$ cat src/hdl/vgaText_config.svh
`ifndef VGATEXT_CONFIG_SVH
`define VGATEXT_CONFIG_SVH

// 640x480 raster, in pixel clocks.
`define H_ACTIVE 640
`define H_FRONT 16
`define H_SYNC 96
`define H_BACK 48
`define V_ACTIVE 480
`define V_FRONT 10
`define V_SYNC 2
`define V_BACK 33
`define H_TOTAL (`H_ACTIVE + `H_FRONT + `H_SYNC + `H_BACK)
`define V_TOTAL (`V_ACTIVE + `V_FRONT + `V_SYNC + `V_BACK)

`define GLYPH_SIZE 8
`define WIN_CELLS 16
`define WIN_SIZE (`WIN_CELLS * `GLYPH_SIZE)

`define REG_CTRL 8'h00
`define REG_ORIGIN 8'h04
`define REG_FG 8'h08
`define REG_BG 8'h0C
`define REG_BACKDROP 8'h10

`define RENDER_LATENCY 4

`endif

$ cat src/hdl/vgaText_pkg.sv
`default_nettype none

package vgaText_pkg;

    // ASCII-valued character code.
    typedef logic [6:0] charCode_t;
    // Window cell, row in the upper nibble.
    typedef logic [7:0] charXy_t;
    // Leftmost pixel in the MSB.
    typedef logic [7:0] glyphLine_t;
    typedef logic [11:0] rgb_t;
    typedef logic [9:0] coord_t;
    typedef logic [7:0] apbAddr_t;
    typedef logic [31:0] apbData_t;

    localparam charCode_t SPACE = 7'h20;
    localparam charCode_t NKL = 7'h5B;
    localparam charCode_t NKR = 7'h5D;

    localparam charCode_t
        C_0 = 7'h30, C_1 = 7'h31, C_2 = 7'h32, C_3 = 7'h33, C_4 = 7'h34,
        C_5 = 7'h35, C_6 = 7'h36, C_7 = 7'h37, C_8 = 7'h38, C_9 = 7'h39;

    localparam charCode_t
        A = 7'h41, B = 7'h42, C = 7'h43, D = 7'h44, E = 7'h45,
        F = 7'h46, G = 7'h47, H = 7'h48, I = 7'h49, J = 7'h4A,
        K = 7'h4B, L = 7'h4C, M = 7'h4D, N = 7'h4E, O = 7'h4F,
        P = 7'h50, Q = 7'h51, R = 7'h52, S = 7'h53, T = 7'h54,
        U = 7'h55, V = 7'h56, W = 7'h57, X = 7'h58, Y = 7'h59,
        Z = 7'h5A;

endpackage

`default_nettype wire

$ cat src/hdl/apbRegs.sv
`timescale 1ns/1ps
`default_nettype none

`include "vgaText_config.svh"

module apbRegs (
    input  logic                  clk,
    input  logic                  rst,
    input  logic                  psel,
    input  logic                  penable,
    input  logic                  pwrite,
    input  vgaText_pkg::apbAddr_t paddr,
    input  vgaText_pkg::apbData_t pwdata,
    output vgaText_pkg::apbData_t prdata,
    output logic                  pready,
    output logic                  pslverr,
    output logic                  enable,
    output vgaText_pkg::coord_t   originX,
    output vgaText_pkg::coord_t   originY,
    output vgaText_pkg::rgb_t     fgColor,
    output vgaText_pkg::rgb_t     bgColor,
    output vgaText_pkg::rgb_t     backdropColor
);

    logic mapped;
    logic wrEn;

    // Read mux and address decode.
    always_comb begin
        mapped = 1'b1;
        case (paddr)
            `REG_CTRL:     prdata = {31'b0, enable};
            `REG_ORIGIN:   prdata = {6'b0, originY, 6'b0, originX};
            `REG_FG:       prdata = {20'b0, fgColor};
            `REG_BG:       prdata = {20'b0, bgColor};
            `REG_BACKDROP: prdata = {20'b0, backdropColor};
            default: begin
                mapped = 1'b0;
                prdata = '0;
            end
        endcase
    end

    // No wait states.
    assign pready = psel;
    assign pslverr = psel && penable && !mapped;
    assign wrEn = psel && penable && pwrite && mapped;

    always_ff @(posedge clk) begin
        if (rst) begin
            enable <= 1'b0;
            originX <= '0;
            originY <= '0;
            fgColor <= '0;
            bgColor <= '0;
            backdropColor <= '0;
        end else if (wrEn) begin
            case (paddr)
                `REG_CTRL: enable <= pwdata[0];
                `REG_ORIGIN: begin
                    originX <= pwdata[9:0];
                    originY <= pwdata[25:16];
                end
                `REG_FG: fgColor <= pwdata[11:0];
                `REG_BG: bgColor <= pwdata[11:0];
                default: backdropColor <= pwdata[11:0];
            endcase
        end
    end

endmodule

`default_nettype wire

$ cat config.mk
export PLATFORM = sky130hd
export DESIGN_NAME = apbRegs
export DESIGN_NICKNAME = d
export VERILOG_FILES = /design/src/hdl/vgaText_pkg.sv /design/src/hdl/apbRegs.sv
export VERILOG_INCLUDE_DIRS = /design/src /design/src/hdl
export SDC_FILE = /design/constraint.sdc
export NUM_CORES = 1
export LEC_CHECK = 0
export ABC_AREA = 0
export ABC_CLOCK_PERIOD_IN_PS = 3300
export BUFFER_PORTS_ARGS = -buffer_cell sky130_fd_sc_hd__buf_4
export CAP_MARGIN = 25
export CORE_MARGIN = 5
export CORE_UTILIZATION = 51
export CTS_CLUSTER_DIAMETER = 120
export CTS_CLUSTER_SIZE = 25
export DETAILED_ROUTE_END_ITERATION = 6
export PLACE_DENSITY_LB_ADDON = 0.3
export SLEW_MARGIN = 20
export SYNTH_ARGS = -nofsm -noshare
export SYNTH_HDL_FRONTEND = slang
export SYNTH_SLANG_ARGS = --single-unit
$ cat constraint.sdc
create_clock -name clk -period 3.3 [get_ports clk]
set_input_delay 0.495 -clock clk [delete_from_list [all_inputs] [get_ports clk]]
set_output_delay 0.495 -clock clk [all_outputs]
set_load 0.01 [all_outputs]
==> key figures <==
Final layout
  • Layout fillers: 475
  • Seq. cell area: between 1000 and 1500 um2
  • Fin cells: just under 500
  • # nets final: around 460
  • ANT cells: 0
  • Area grow syn2layout: 34.5%
  • Fraction of layout cells with a size suffix above 1: about 36%
  • Multi-input logic area: about 1700 um2

Route
  • Highest routing layer actually used: met4
  • Antenna viol nets, final: 0
  • First-pass iteration count of the detailed router: 4
  • Vias per inst: approximately 5.6
  • Post-Route WL: roughly 8.5 mm
  • DR WL met2: 3.93 mm
  • Met1 WL: 3.72 mm
  • Residual DRC: 0
  • Vias: 2748
  • DR iter-0 viols: between 100 and 150
  • Met3 WL post-DR: about 800 um
  • WL/cell: around 17 um

STA
  • Fmax: 396 MHz
  • # setup viols final: 0
  • Worst-margin pin slew: ~0.93 ns
  • Max Clock Skew: 0 ns
  • Fin crit period: approximately 2.5 ns
  • Final hold viol count: 0
  • Hold Slack: ~0.43 ns
  • Slew Viols, Final: 0
  • Rel. slew slack: 37.5%
  • RSZ-0062 raised after global routing: no
  • Tcrit/Tclk final: 76.6%
  • Setup TNS: 0 ns

Power
  • Pleak: 2.00 nW
  • Pwr/cell area: roughly 360 nW/um2
  • Max IR drop VDD: between 0.2 and 0.25 mV

Worst setup path
  • R2r setup slk: approximately 2.6 ns
  • Crit path cell chain: buf_4 > or2_2 > or4_1 > a21oi_1 > buf_4
  • CP peak stage delay: around 0.67 ns
  • Capturing element type of the critical path: output pin
  • Worst setup path class: input pin to output pin
  • Crit-path leading delay family: simple AND/OR/NAND/NOR gates
  • Critical Path Start: paddr[0]
  • Reg2Reg Launch Point: bgColor[9]
  • Worst Path Required: approximately 2.8 ns
  • Critical path's slowest cell: or4_1
  • Critical path arrival: between 2 and 2.5 ns
  • Crit Path Max Fanout: 11
  • Most frequent CP cell: buf_4
  • Crit start category: input pin
  • Worst Path Buf+Inv: 2

Floorplan
  • Die height: about 87 um
  • Die X: 86.6 um
  • I/O Pins: 136
  • DIE AREA: between 7000 and 8000 um2
  • Starting Density: between 50% and 60%
  • Rows: 27
  • Core Region: ~5600 um2

GRT
  • Grt ovf: 0
  • Vias in the first global route: around 2700
  • Pin count of the biggest net entering global routing: 70
  • Initial antenna violation count: 0
  • Tot GR Track Use: a little under a quarter
  • First-pass GRT wire length: ~13 mm

Status
  • Status: complete, no violations

Synthesis
  • Syn avg cell area: between 9 and 10 um2
  • Yosys warns: 0
  • Share of the synthesized area in the top cell type: approximately two fifths
  • Post-Syn Instances: about 310
  • Synthesized cell area: around 3000 um2
  • Leading area contributor after synthesis: dfxtp_1
  • Post-synth top flop: dfxtp_1
  • Post-synth EDFFs: 0
  • Asr flop ratio synth: 0%
  • Unique cell type count in the Yosys netlist: 32
  • Top cells by area, synth: dfxtp_1 38%, mux2i_1 16%, nand2b_1 12%, mux2_2 4.1%, a21oi_1 3.3%
  • Synthesis-stage register bit count: 57
  • Post-synthesis sequential area ratio: between 30% and 40%

Hold path
  • Hold/Removal Path Class: input pin to flop
  • HP Start: pwdata[17]

Clock tree
  • Post-CTS setup buffers: 0
  • TritonCTS Sinks: 57
  • CTS max path bufs: 2
  • Total CTS buffers: 9
  • Clock transition at path regs: about 0.070 ns
  • Hold Buf Count CTS: 0
  • CTS root buffer: clkbuf_8
  • Cts repair resizes: 0
  • CTS tree: done
  • H-tree Lvls: 3
  • Worst-Skew Late Latency: 0.33 ns

Place
  • Post-Place Cells: around 480
  • Port Buffers: between 100 and 150
  • GP Congestion: between 0.7 and 0.8
  • Detailed placement HPWL: 5.83 mm

Run
  • Max Cap Viol: 0
==> per-layer routing <==
layer / global-route usage, % / vias up
met5: 0 / -
met2: 35.7 / 127
li1: - / 1311
met4: 7.37 / 0
met1: 29.0 / 1306
met3: 7.41 / 4
==> cells in the final DEF, fill, tap and decap left out, drive strengths merged, types with 2 or more instances in the layout <==
cell and count:
a22oi 11, conb 10, a21oi 20, dfxtp 57
nand2b 59, nor4 2, clkinv 2, nand4 11
nand3 4, nor2b 3, and3 11, mux2 11
nor2 2, buf 121, mux2i 49, nor4b 2
nand3b 10, clkbuf 13, o21ai 3, or4 2
o31ai 10
==> synth_stat cells, types with 11 or more instances <==
library cell	n
a21oi_1	20
a22oi_1	11
and3_1	11
buf_2	12
buf_4	11
clkbuf_1	12
dfxtp_1	57
mux2_2	11
mux2i_1	49
nand2b_1	59
nand4_1	11
==> logic make-up (layout without fill, tap and decap cells) <==
logic type	after synthesis	in the layout	share of synthesized area (%)
muxes	60	60	20.5
buffers and inverters	38	137	6.90
other	1	10	0.125
AOI/OAI and AO/OA	45	45	9.46
DFF	57	57	38.2
and+or+nand+nor	113	113	24.8
==> area by class of cell <==
class | instances | area share (%)
clock buffer | 13 | 3.70
multi-input combinational | 228 | 42.1
timing repair buffer | 121 | 22.6
sequential | 57 | 28.4
tap | 72 | 2.24
clock inverter | 3 | 0.995
==> worst reg2reg max path, delay by kind of cell (launching register included) <==
kind,cells,cell delay [ns]
muxes,1,0.17
DFF,1,0.37
and+or+nand+nor,1,0.08
==> registers in the layout, indices dropped and copies added (netlist names) <==
name,cells
backdropColor,12
fgColor,12
bgColor,12
originY,10
originX,10
enable,1
==> through the flow <==
step	power (mW)	area (um2)	setup WS, ns	util, %
2_1_floorplan	0.778	3020	1.23	-
3_3_place_gp	0.819	3830	0.777	68.4
3_5_place_dp	0.820	3830	0.789	68.4
4_1_cts	1.45	4020	0.772	71.7
5_1_grt	1.49	4020	0.705	71.7
6_report	1.44	4020	0.773	71.7
==> final timing paths <==
path | end | cells past startpoint
max reg2reg | bgColor[9] | 2
max | prdata[1] | 5
min | originY[1] | 3
min reg2reg | originY[9] | 2
==> power by group <==
| part | internal, mW | switching [mW] | leakage [nW] |
|---|---|---|---|
| Sequential | 0.688 | 0.000205 | 0.459 |
| Clock | 0.368 | 0.265 | 0.0974 |
| Combinational | 0.0538 | 0.0640 | 1.45 |
| Total | 1.11 | 0.329 | 2.00 |
(Power assumes the default switching activity.)
