===== config.mk =====
export PLATFORM = sky130hd
export DESIGN_NAME = vgaTiming
export DESIGN_NICKNAME = d
export VERILOG_FILES = /design/src/hdl/vgaText_pkg.sv /design/src/hdl/vgaTiming.sv
export VERILOG_INCLUDE_DIRS = /design/src /design/src/hdl
export SDC_FILE = /design/constraint.sdc
export NUM_CORES = 1
export LEC_CHECK = 0
export BUFFER_PORTS_ARGS = -buffer_cell sky130_fd_sc_hd__buf_2
export CORE_MARGIN = 2
export CORE_UTILIZATION = 50
export CTS_CLUSTER_SIZE = 25
export DETAILED_ROUTE_END_ITERATION = 10
export PLACE_DENSITY = 0.81
export SYNTH_ARGS = -nofsm -noshare
export SYNTH_HDL_FRONTEND = slang
export SYNTH_SLANG_ARGS = --single-unit

===== constraint.sdc =====
create_clock -name clk -period 4.1 [get_ports clk]
set_input_delay 0.41 -clock clk [delete_from_list [all_inputs] [get_ports clk]]
set_output_delay 0.41 -clock clk [all_outputs]
set_load 0.005 [all_outputs]

===== src/hdl/vgaText_config.svh =====
`ifndef VGATEXT_CONFIG_SVH
`define VGATEXT_CONFIG_SVH

// 640x480 raster, in pixel clocks.
`define H_ACTIVE 640
`define H_FRONT 16
`define H_SYNC 96
`define H_BACK 48
`define V_ACTIVE 480
`define V_FRONT 10
`define V_SYNC 2
`define V_BACK 33
`define H_TOTAL (`H_ACTIVE + `H_FRONT + `H_SYNC + `H_BACK)
`define V_TOTAL (`V_ACTIVE + `V_FRONT + `V_SYNC + `V_BACK)

`define GLYPH_SIZE 8
`define WIN_CELLS 16
`define WIN_SIZE (`WIN_CELLS * `GLYPH_SIZE)

`define REG_CTRL 8'h00
`define REG_ORIGIN 8'h04
`define REG_FG 8'h08
`define REG_BG 8'h0C
`define REG_BACKDROP 8'h10

`define RENDER_LATENCY 4

`endif


===== src/hdl/vgaText_pkg.sv =====
`default_nettype none

package vgaText_pkg;

    // ASCII-valued character code.
    typedef logic [6:0] charCode_t;
    // Window cell, row in the upper nibble.
    typedef logic [7:0] charXy_t;
    // Leftmost pixel in the MSB.
    typedef logic [7:0] glyphLine_t;
    typedef logic [11:0] rgb_t;
    typedef logic [9:0] coord_t;
    typedef logic [7:0] apbAddr_t;
    typedef logic [31:0] apbData_t;

    localparam charCode_t SPACE = 7'h20;
    localparam charCode_t NKL = 7'h5B;
    localparam charCode_t NKR = 7'h5D;

    localparam charCode_t
        C_0 = 7'h30, C_1 = 7'h31, C_2 = 7'h32, C_3 = 7'h33, C_4 = 7'h34,
        C_5 = 7'h35, C_6 = 7'h36, C_7 = 7'h37, C_8 = 7'h38, C_9 = 7'h39;

    localparam charCode_t
        A = 7'h41, B = 7'h42, C = 7'h43, D = 7'h44, E = 7'h45,
        F = 7'h46, G = 7'h47, H = 7'h48, I = 7'h49, J = 7'h4A,
        K = 7'h4B, L = 7'h4C, M = 7'h4D, N = 7'h4E, O = 7'h4F,
        P = 7'h50, Q = 7'h51, R = 7'h52, S = 7'h53, T = 7'h54,
        U = 7'h55, V = 7'h56, W = 7'h57, X = 7'h58, Y = 7'h59,
        Z = 7'h5A;

endpackage

`default_nettype wire


===== src/hdl/vgaTiming.sv =====
`timescale 1ns/1ps
`default_nettype none

`include "vgaText_config.svh"

module vgaTiming (
    input  logic                clk,
    input  logic                rst,
    output vgaText_pkg::coord_t hCount,
    output vgaText_pkg::coord_t vCount,
    output logic                hsyncRaw,
    output logic                vsyncRaw,
    output logic                active
);

    localparam int HS_START = `H_ACTIVE + `H_FRONT;
    localparam int HS_END = HS_START + `H_SYNC;
    localparam int VS_START = `V_ACTIVE + `V_FRONT;
    localparam int VS_END = VS_START + `V_SYNC;

    logic lineEnd;
    logic frameEnd;

    assign lineEnd = (hCount == vgaText_pkg::coord_t'(`H_TOTAL - 1));
    assign frameEnd = (vCount == vgaText_pkg::coord_t'(`V_TOTAL - 1));

    always_ff @(posedge clk) begin
        if (rst) begin
            hCount <= '0;
        end else if (lineEnd) begin
            hCount <= '0;
        end else begin
            hCount <= hCount + 1'b1;
        end
    end

    // Vertical steps once per line.
    always_ff @(posedge clk) begin
        if (rst) begin
            vCount <= '0;
        end else if (lineEnd) begin
            if (frameEnd) begin
                vCount <= '0;
            end else begin
                vCount <= vCount + 1'b1;
            end
        end
    end

    // Active low sync pulses.
    assign hsyncRaw = !((hCount >= vgaText_pkg::coord_t'(HS_START))
                        && (hCount < vgaText_pkg::coord_t'(HS_END)));
    assign vsyncRaw = !((vCount >= vgaText_pkg::coord_t'(VS_START))
                        && (vCount < vgaText_pkg::coord_t'(VS_END)));

    assign active = (hCount < vgaText_pkg::coord_t'(`H_ACTIVE))
                    && (vCount < vgaText_pkg::coord_t'(`V_ACTIVE));

endmodule

`default_nettype wire


==> impl_metrics.ini, run 1 <==
[yosys]
synth_cell_types = 34
syn_area_mm2 = 0.001044
synth_nets = 127
synth-seq-cells = 20
seq_area_frac_synth_pct = 38.37
yosys_warnings = 0
avgSynthCellArea_um2 = 8.696
synthCells = 120

[setup_path]
rr_startpoint = hCount[0]
critical_path.cell_chain = ha_1 > nand3_1 > or4_4 > o21bai_1 > nor2_1
crit_arrival_ns = 2.27
critPathMaxStageDelay_ns = 0.49
required_ns = 4.29
crit_path_end_kind = flop
startpoint = hCount[0]
worstReg2RegEnd = vCount[3]
worstSetupStartpointType = flop
critical-path-top-delay-family = simple AND/OR/NAND/NOR gates
crit_buf_inv = 0
cp.depth = 5
cp_slowest_cell = or4_4
rr_worst_depth = 5
endpoint = vCount[3]
crit_fanout = 7
rrSetupSlack_ns = 2.02
critical_path_class = flop to flop

[job]
max_cap_violations = 0

[timing]
setup_viol = 0
layout_min_cycle_time_ns = 2.085
hold_viol_final = 0
setup_tns_ns = 0
worstMarginPinSlew_ns = 0.6881
final.period_utilization_pct = 50.85
rsz0062_at_grt = false
finalMaxSlewViolations = 0
fin_skew_ns = 0.003537
slew_headroom_pct = 53.70
max_freq_mhz = 479.6

[detailed_routing]
wl_per_cell_um = 12.82
post-route-drc-count = 0
vias_per_cell = 5.474
vias = 936
wl_mm = 2.193
drt_iter0_markers = 18
detail_route.first_pass.iterations = 4
antenna_left = 0

[grt]
grt_pass1_vias = 896
grt_pass1_wl_mm = 3.739
overflow = 0
antenna_found_initial = 0
grtUsageTotal_pct = 19.76
grt_max_degree = 12

[cells_and_area]
drive_above_1_share_pct = 23.61
layout_commonest_cell = buf_2
n_antenna_cell = 0
area_delta_synth_final_pct = 15.71
layout_common_cells = 24 x buf_2, 21 x nor2_1, 20 x dfxtp_1
final_util_pct = 61.54
layout.nets = 152
stdcell_count = 171

[cts]
clk_latency_ns = 0.31
cts_buffers = 3
post_cts_buffers = 0
ctsHoldBuffers = 0
clock_sinks = 20
htreeDepth = 1
clock_path_buffers = 2
cts_resized = 0
cts_tree = built
clkSlewWorstSetupHoldPaths_ns = 0.12
ctsRootBufferMaster = clkbuf_4

[pwr]
power.internal_w = 0.0002562
powerDensity_mw_per_mm2 = 273.3
power_frac_clock_pct = 35.6
leakagePower_nw = 0.4844
p_seq_share_pct = 60.7
p_sw_w = 0.00007379
combPwrFrac_pct = 3.8
ir_worst_vdd_v = 0.0002144
switching_share_pct = 22.36

[placed_design]
place.gp.congestion = 0.8574
dpl.hpwl_mm = 1.646
numPlacedInstances = 167
io_buffer_count = 24

[floorplan]
std_cell_rows = 16
die_y_um = 49.69
initial_utilization_pct = 53.19
pin_count = 25
core_area_mm2 = 0.001962
die_area_mm2 = 0.002469
die_w_um = 49.69

[min_path]
worstHoldPathType = primary input to flop
min_from = rst
whs_path_depth = 2

[run_status]
status = finished clean
[per-layer routing]
metal | GRT usage [%] | wire length [um] | vias to the layer above
met4 | 8.333 | 42 | 0
met5 | 0 | 0 | -
met2 | 34.22 | 1041 | 29
met3 | 3.636 | 87 | 6
met1 | 23.76 | 1021 | 435
li1 | - | - | 466
[cells in the mapped netlist (all sizes together)]
cell	count	area, um2
a31o	1	8.760
nor4b	2	17.52
or3b	1	8.760
or2	1	6.260
or3	1	7.510
nand4	5	31.28
o21ai	1	5.000
o31ai	1	7.510
nand4b	1	8.760
o21bai	1	7.510
nand3	8	40.04
o21a	1	7.510
buf	2	18.77
mux2i	2	20.02
a21oi	3	18.77
xnor2	8	70.07
and3	2	12.51
inv	7	26.28
clkbuf	2	7.510
nor4	6	37.54
xor2	5	43.79
and4	1	8.760
ha	5	62.56
nor2	21	78.83
and2	1	6.260
nand2	3	11.26
o2111ai	1	8.760
nand2b	3	18.77
or4	2	22.52
and3b	1	8.760
dfxtp	20	400.4
nor3	1	5.000
[layout make-up]
| cell class | instances | area, um2 |
|---|---|---|
| Inverter | 7 | 26.28 |
| Tap cell | 27 | 33.78 |
| Fill cell | 186 | 754.5 |
| Multi-Input combinational cell | 89 | 590.6 |
| Sequential cell | 20 | 400.4 |
| Timing Repair Buffer | 24 | 120.1 |
| Clock buffer | 4 | 36.28 |
[worst reg2reg max path, delay by kind of cell, from the launching register on]
kind	cells	cell delay, ns
AO/OA/AOI/OAI	1	0.45
AND/OR/NAND/NOR	3	0.84
flip-flops	1	0.42
adder cells (fa/ha/maj)	1	0.26
[sequential cells by signal, summed over array words and instances, names as in the netlist]
signal,flops
hCount,10
vCount,10
[power groups by stage]
stage	clock network, W	logic (W)	registers [W]
2_1_floorplan	0	0.00000776	0.000204
3_3_place_gp	0	0.0000122	0.000204
3_5_place_dp	0	0.0000125	0.000205
4_1_cts	0.000120	0.0000126	0.000200
5_1_grt	0.000125	0.0000140	0.000201
6_report	0.000117	0.0000125	0.000200
[kinds of logic (layout without fill, tap and decap cells)]
kind of cell / count (synthesis) / after routing / share of synthesized area [%]
muxes: 2 / 2 / 1.919
buffers and inverters: 11 / 35 / 5.037
and+or+nand+nor: 60 / 60 / 31.66
xor gates and xnor gates: 13 / 13 / 10.91
DFF: 20 / 20 / 38.37
AOI/OAI and AO/OA: 9 / 9 / 6.116
adders and majority gates: 5 / 5 / 5.995
[per-stage QoR]
| step | power [W] | hold WS (ns) | instance area, um2 | setup WS, ns |
|---|---|---|---|---|
| 6_report | 0.0003300 | 0.3698 | 1207 | 2.015 |
| 4_1_cts | 0.0003329 | 0.3664 | 1207 | 2.021 |
| 3_5_place_dp | 0.0002170 | 0.4920 | 1171 | 2.037 |
| 3_3_place_gp | 0.0002165 | 0.4612 | 1171 | 2.155 |
| 2_1_floorplan | 0.0002120 | 0.4630 | 1044 | 2.188 |
| 5_1_grt | 0.0003395 | 0.3945 | 1207 | 1.856 |
[worst min path at each step]
stage                end  slack [ns]
2_1_floorplan  hCount[0]        0.46
3_3_place_gp   hCount[0]        0.46
3_5_place_dp   hCount[0]        0.49
4_1_cts        hCount[4]        0.37
5_1_grt        hCount[4]        0.39
6_report       hCount[4]        0.37
(Power assumes the default switching activity.)
==> inputs of run 2 (changes only) <==
--- a/config.mk
+++ b/config.mk
@@ -8,10 +8,10 @@
 export LEC_CHECK = 0
 export BUFFER_PORTS_ARGS = -buffer_cell sky130_fd_sc_hd__buf_2
 export CORE_MARGIN = 2
-export CORE_UTILIZATION = 50
+export CORE_UTILIZATION = 46
 export CTS_CLUSTER_SIZE = 25
 export DETAILED_ROUTE_END_ITERATION = 10
-export PLACE_DENSITY = 0.81
+export PLACE_DENSITY = 0.79
 export SYNTH_ARGS = -nofsm -noshare
 export SYNTH_HDL_FRONTEND = slang
 export SYNTH_SLANG_ARGS = --single-unit
==> constraint.sdc (replaced) <==
create_clock -name clk -period 1.9 [get_ports clk]
set_input_delay 0.19 -clock clk [delete_from_list [all_inputs] [get_ports clk]]
set_output_delay 0.19 -clock clk [all_outputs]
set_load 0.005 [all_outputs]
==> run 2 against run 1 <==
Wire length grew 4.1%. Non-clock buffer count grew 14. Clock skew shrank 0.0015 ns. Sequential power grew 110%. Register-to-register slack lost 1.9 ns. Combinational power grew to 3.2 times the previous value. Sequential share of layout area shrank 2.7 points. Critical endpoint is now vCount[9]. Largest cell class unchanged.
==> impl_metrics.ini, run 2 (synthesis results as in run 1) <==
[floorplan]
initial_utilization_pct = 48.10
die_area_mm2 = 0.002666
pin_count = 25
std_cell_rows = 17
die_w_um = 51.63
core_area_mm2 = 0.002170
die_y_um = 51.63

[cts]
post_cts_buffers = 0
ctsHoldBuffers = 0
ctsRootBufferMaster = clkbuf_4
clock_sinks = 20
clock_path_buffers = 2
clk_latency_ns = 0.29
cts_resized = 0
clkSlewWorstSetupHoldPaths_ns = 0.11
cts_buffers = 3
cts_tree = built
htreeDepth = 1

[cells_and_area]
area_delta_synth_final_pct = 26.50
layout_common_cells = 24 x buf_2, 21 x nor2_1, 19 x dfxtp_1
layout.nets = 166
drive_above_1_share_pct = 31.65
top_regs = hCount (10), vCount (10)
n_antenna_cell = 0
layout_commonest_cell = buf_2
final_util_pct = 60.84
stdcell_count = 186

[pwr]
switching_share_pct = 21.23
finalPower_w = 0.0007107
power_frac_clock_pct = 34.2
powerDensity_mw_per_mm2 = 538.4
power.internal_w = 0.0005598
ir_worst_vdd_v = 0.0004255
p_seq_share_pct = 60.2
leakagePower_nw = 0.5574
p_sw_w = 0.0001509
combPwrFrac_pct = 5.7

[placed_design]
numPlacedInstances = 182
dpl.hpwl_mm = 1.815
io_buffer_count = 24
place.gp.congestion = 0.8646

[timing]
holdWs_ns = 0.1594
final.period_utilization_pct = 95.99
fin_skew_ns = 0.001998
worstMarginPinSlew_ns = 0.3392
slew_headroom_pct = 77.18
layout_min_cycle_time_ns = 1.824
hold_viol_final = 0
max_freq_mhz = 548.3
setup_viol = 0
rsz0062_at_grt = false
finalMaxSlewViolations = 0
setup_tns_ns = 0

[min_path]
worstHoldPathType = primary input to flop

[setup_path]
crit_arrival_ns = 2.06
worstSetupStartpointType = flop
critical_path_class = flop to flop
critPathMaxStageDelay_ns = 0.54
required_ns = 2.14
critical-path-top-delay-family = simple AND/OR/NAND/NOR gates
crit_buf_inv = 0
critical_path.cell_chain = or2_1 > or4_4 > or4_4 > a21oi_2
crit_fanout = 5
crit_top_cell = or4_4
cp_slowest_cell = or4_4
crit_path_end_kind = flop

[detailed_routing]
vias_per_cell = 5.285
antenna_left = 0
detail_route.first_pass.iterations = 4
vias = 983
post-route-drc-count = 0
wl_per_cell_um = 12.28
wl_mm = 2.284
drt_iter0_markers = 14

[job]
max_cap_violations = 0

[grt]
overflow = 0
antenna_found_initial = 0
grt_pass1_vias = 864
grt_pass1_wl_mm = 3.767
grtUsageTotal_pct = 19.16
grt_max_degree = 12

[run_status]
status = finished clean
==> run 2: changes by cell type in the layout (fill, tap and decap cells not counted), sizes merged <==
cell	change
buf	+14
==> run 2: through the flow <==
| stage | area [um2] | worst slack (ns) |
|---|---|---|
| 2_1_floorplan | 1050 | 0.00005529 |
| 3_3_place_gp | 1284 | 0.1219 |
| 3_5_place_dp | 1284 | 0.09951 |
| 4_1_cts | 1320 | 0.07526 |
| 5_1_grt | 1320 | 0.0005493 |
| 6_report | 1320 | 0.07611 |
==> run 2: per-layer routing <==
metal / global-route usage (%) / vias to the layer above / routed length, um / share of wire, %
met3: 2.874 / 4 / 104 / 4.6
met4: 8.772 / 0 / 30 / 1.3
li1: - / 499 / - / -
met1: 23.33 / 448 / 1002 / 44
met2: 33.12 / 32 / 1146 / 50
met5: 0 / - / 0 / 0
==> run 2: cell type report <==
class / instances / area (um2)
clock buffers: 4 / 36.28
fillers: 201 / 849.6
inverters: 7 / 26.28
multi-input cells: 89 / 595.6
flip-flops and latches: 20 / 401.6
well taps: 28 / 35.03
repair buffers: 38 / 225.2
==> run 2: power by group through the flow <==
stage,combinational (W),clock [W],sequential (W)
floorplan,0.0000170,0,0.000441
global route,0.0000455,0.000271,0.000428
detailed placement,0.0000408,0,0.000437
finish,0.0000403,0.000243,0.000428
CTS,0.0000410,0.000251,0.000428
global placement,0.0000395,0,0.000437
==> run 2: worst paths after layout <==
check | cells past startpoint | slack (ns) | start | to
hold reg to reg | 2 | 0.54 | hCount[0] | hCount[0]
setup reg to reg | 4 | 0.08 | hCount[6] | vCount[9]
hold / removal | 2 | 0.16 | rst | hCount[4]
setup / recovery | 4 | 0.08 | hCount[6] | vCount[9]
==> run 2: worst register-to-register path, delay by kind of cell (launching register included) <==
kind	cells	cell delay, ns
DFF	1	0.36
and+or+nand+nor	3	1.27
AOI/OAI and AO/OA	1	0.14
==> inputs of run 3 (changes only) <==
--- a/config.mk
+++ b/config.mk
@@ -8,10 +8,9 @@
 export LEC_CHECK = 0
 export BUFFER_PORTS_ARGS = -buffer_cell sky130_fd_sc_hd__buf_2
 export CORE_MARGIN = 2
-export CORE_UTILIZATION = 46
+export CORE_UTILIZATION = 40
 export CTS_CLUSTER_SIZE = 25
 export DETAILED_ROUTE_END_ITERATION = 10
-export PLACE_DENSITY = 0.79
 export SYNTH_ARGS = -nofsm -noshare
 export SYNTH_HDL_FRONTEND = slang
 export SYNTH_SLANG_ARGS = --single-unit
==> run 3 against run 2 <==
Worst setup slack improved by 0.0026 ns. Wire length decreased by 1.2%. Combinational power decreased by 7.9%. Flip-flop and latch count unchanged. Count of clock-buffer cells in the layout decreased by 1. Power decreased by 6.7%. First-iteration DRC count increased by 29%. Critical endpoint unchanged.
==> impl_metrics.ini, run 3 (synthesis results as in run 1) <==
[cts]
clkSlewWorstSetupHoldPaths_ns = 0.11
clock_sinks = 20
cts_buffers = 3
clock_path_buffers = 2
post_cts_buffers = 0
ctsRootBufferMaster = clkbuf_4
htreeDepth = 1
cts_resized = 0
clk_latency_ns = 0.29
ctsHoldBuffers = 0
cts_tree = built

[detailed_routing]
wl_met1_mm = 1.075
vias_per_cell = 5.206
post-route-drc-count = 0
drt_iter0_markers = 18
wl_mm = 2.256
wl_met3_um = 88
antenna_left = 0
wl_met2_mm = 1.055
detail_route.first_pass.iterations = 4
vias = 984
wl_per_cell_um = 11.94
highest_layer = met4

[setup_path]
crit_arrival_ns = 2.06
endpoint = vCount[9]
rr_worst_depth = 4
worstReg2RegEnd = vCount[9]
startpoint = hCount[6]
rrSetupSlack_ns = 0.08
critical_path_class = flop to flop
rr_startpoint = hCount[6]
required_ns = 2.14
worstSetupStartpointType = flop
crit_path_end_kind = flop
crit_fanout = 5

[timing]
setup_tns_ns = 0
fin_skew_ns = 0.003985
rsz0062_at_grt = false
final.period_utilization_pct = 95.86
setup_viol = 0
layout_min_cycle_time_ns = 1.821
finalMaxSlewViolations = 0
max_freq_mhz = 549.1
slew_headroom_pct = 78.87
worstMarginPinSlew_ns = 0.3140
final.setup.worst_slack_ns = 0.07873
hold_viol_final = 0

[floorplan]
std_cell_rows = 18
core_area_mm2 = 0.002477
die_area_mm2 = 0.003033
pin_count = 25
die_w_um = 55.08
die_y_um = 55.08
initial_utilization_pct = 42.12

[placed_design]
dpl.hpwl_mm = 1.750
numPlacedInstances = 186
io_buffer_count = 24
place.gp.congestion = 0.7614
pre_cts_ws_ns = 0.09864
postPlaceCellArea_mm2 = 0.001301

[cells_and_area]
top_regs = hCount (10), vCount (10)
layout_commonest_cell = buf_2
drive_above_1_share_pct = 32.08
layout.nets = 168
final_util_pct = 53.43
nFillCells = 273
layout_common_cells = 24 x buf_2, 21 x nor2_1, 19 x dfxtp_1
stdcell_count = 189
n_antenna_cell = 0
area_delta_synth_final_pct = 26.86
finalInstanceArea_mm2 = 0.001324

[job]
max_cap_violations = 0

[pwr]
powerDensity_mw_per_mm2 = 501.2
ir_worst_vdd_v = 0.0003313
leakagePower_nw = 0.5613

[grt]
grt_pass1_wl_mm = 3.719
antenna_found_initial = 0
grtUsageTotal_pct = 17.10
grt_max_degree = 11
grt_pass1_vias = 864
overflow = 0

[min_path]
worstHoldPathType = primary input to flop

[run_status]
status = finished clean
## run 3: worst min path at each step
stage | depth (start not counted) | to | startpoint
CTS | 2 | hCount[4] | rst
global route | 2 | hCount[6] | rst
global placement | 2 | hCount[6] | rst
floorplan | 1 | hCount[0] | hCount[0]
detailed placement | 2 | hCount[4] | rst
finish | 2 | hCount[4] | rst
## run 3: metrics by stage
step            power, W  hold WS (ns)
3_5_place_dp   0.0004765        0.4855
6_report       0.0006635        0.1582
2_1_floorplan  0.0004581        0.4630
5_1_grt        0.0006908        0.1626
4_1_cts        0.0006702        0.1632
3_3_place_gp   0.0004754        0.4845
## run 3: cell type report
| cell class | count | area (um2) | area share [%] |
|---|---|---|---|
| sequential | 20 | 401.6 | 30.34 |
| timing repair buffer | 40 | 240.2 | 18.15 |
| clock buffer | 3 | 22.52 | 1.701 |
| inverter | 7 | 26.28 | 1.985 |
| multi-input combinational | 89 | 595.6 | 44.99 |
| tap | 30 | 37.54 | 2.836 |
## run 3: power by group
group | total, W | internal, W | switching (W)
logic | 0.0000371 | 0.0000170 | 0.0000202
clock network | 0.000197 | 0.0000737 | 0.000124
registers | 0.000429 | 0.000424 | 0.00000454
## run 3: worst max-delay path, stage by stage (launching register included)
cell and delay [ns]:
dfxtp_2 0.36, or2_1 0.24, or4_4 0.55, or4_4 0.49
a21oi_2 0.13
## run 3: layer usage
metal,up-vias,track usage [%]
li1,498,-
met1,462,22.37
met2,20,27.98
met3,4,2.419
met4,0,7.317
met5,-,0
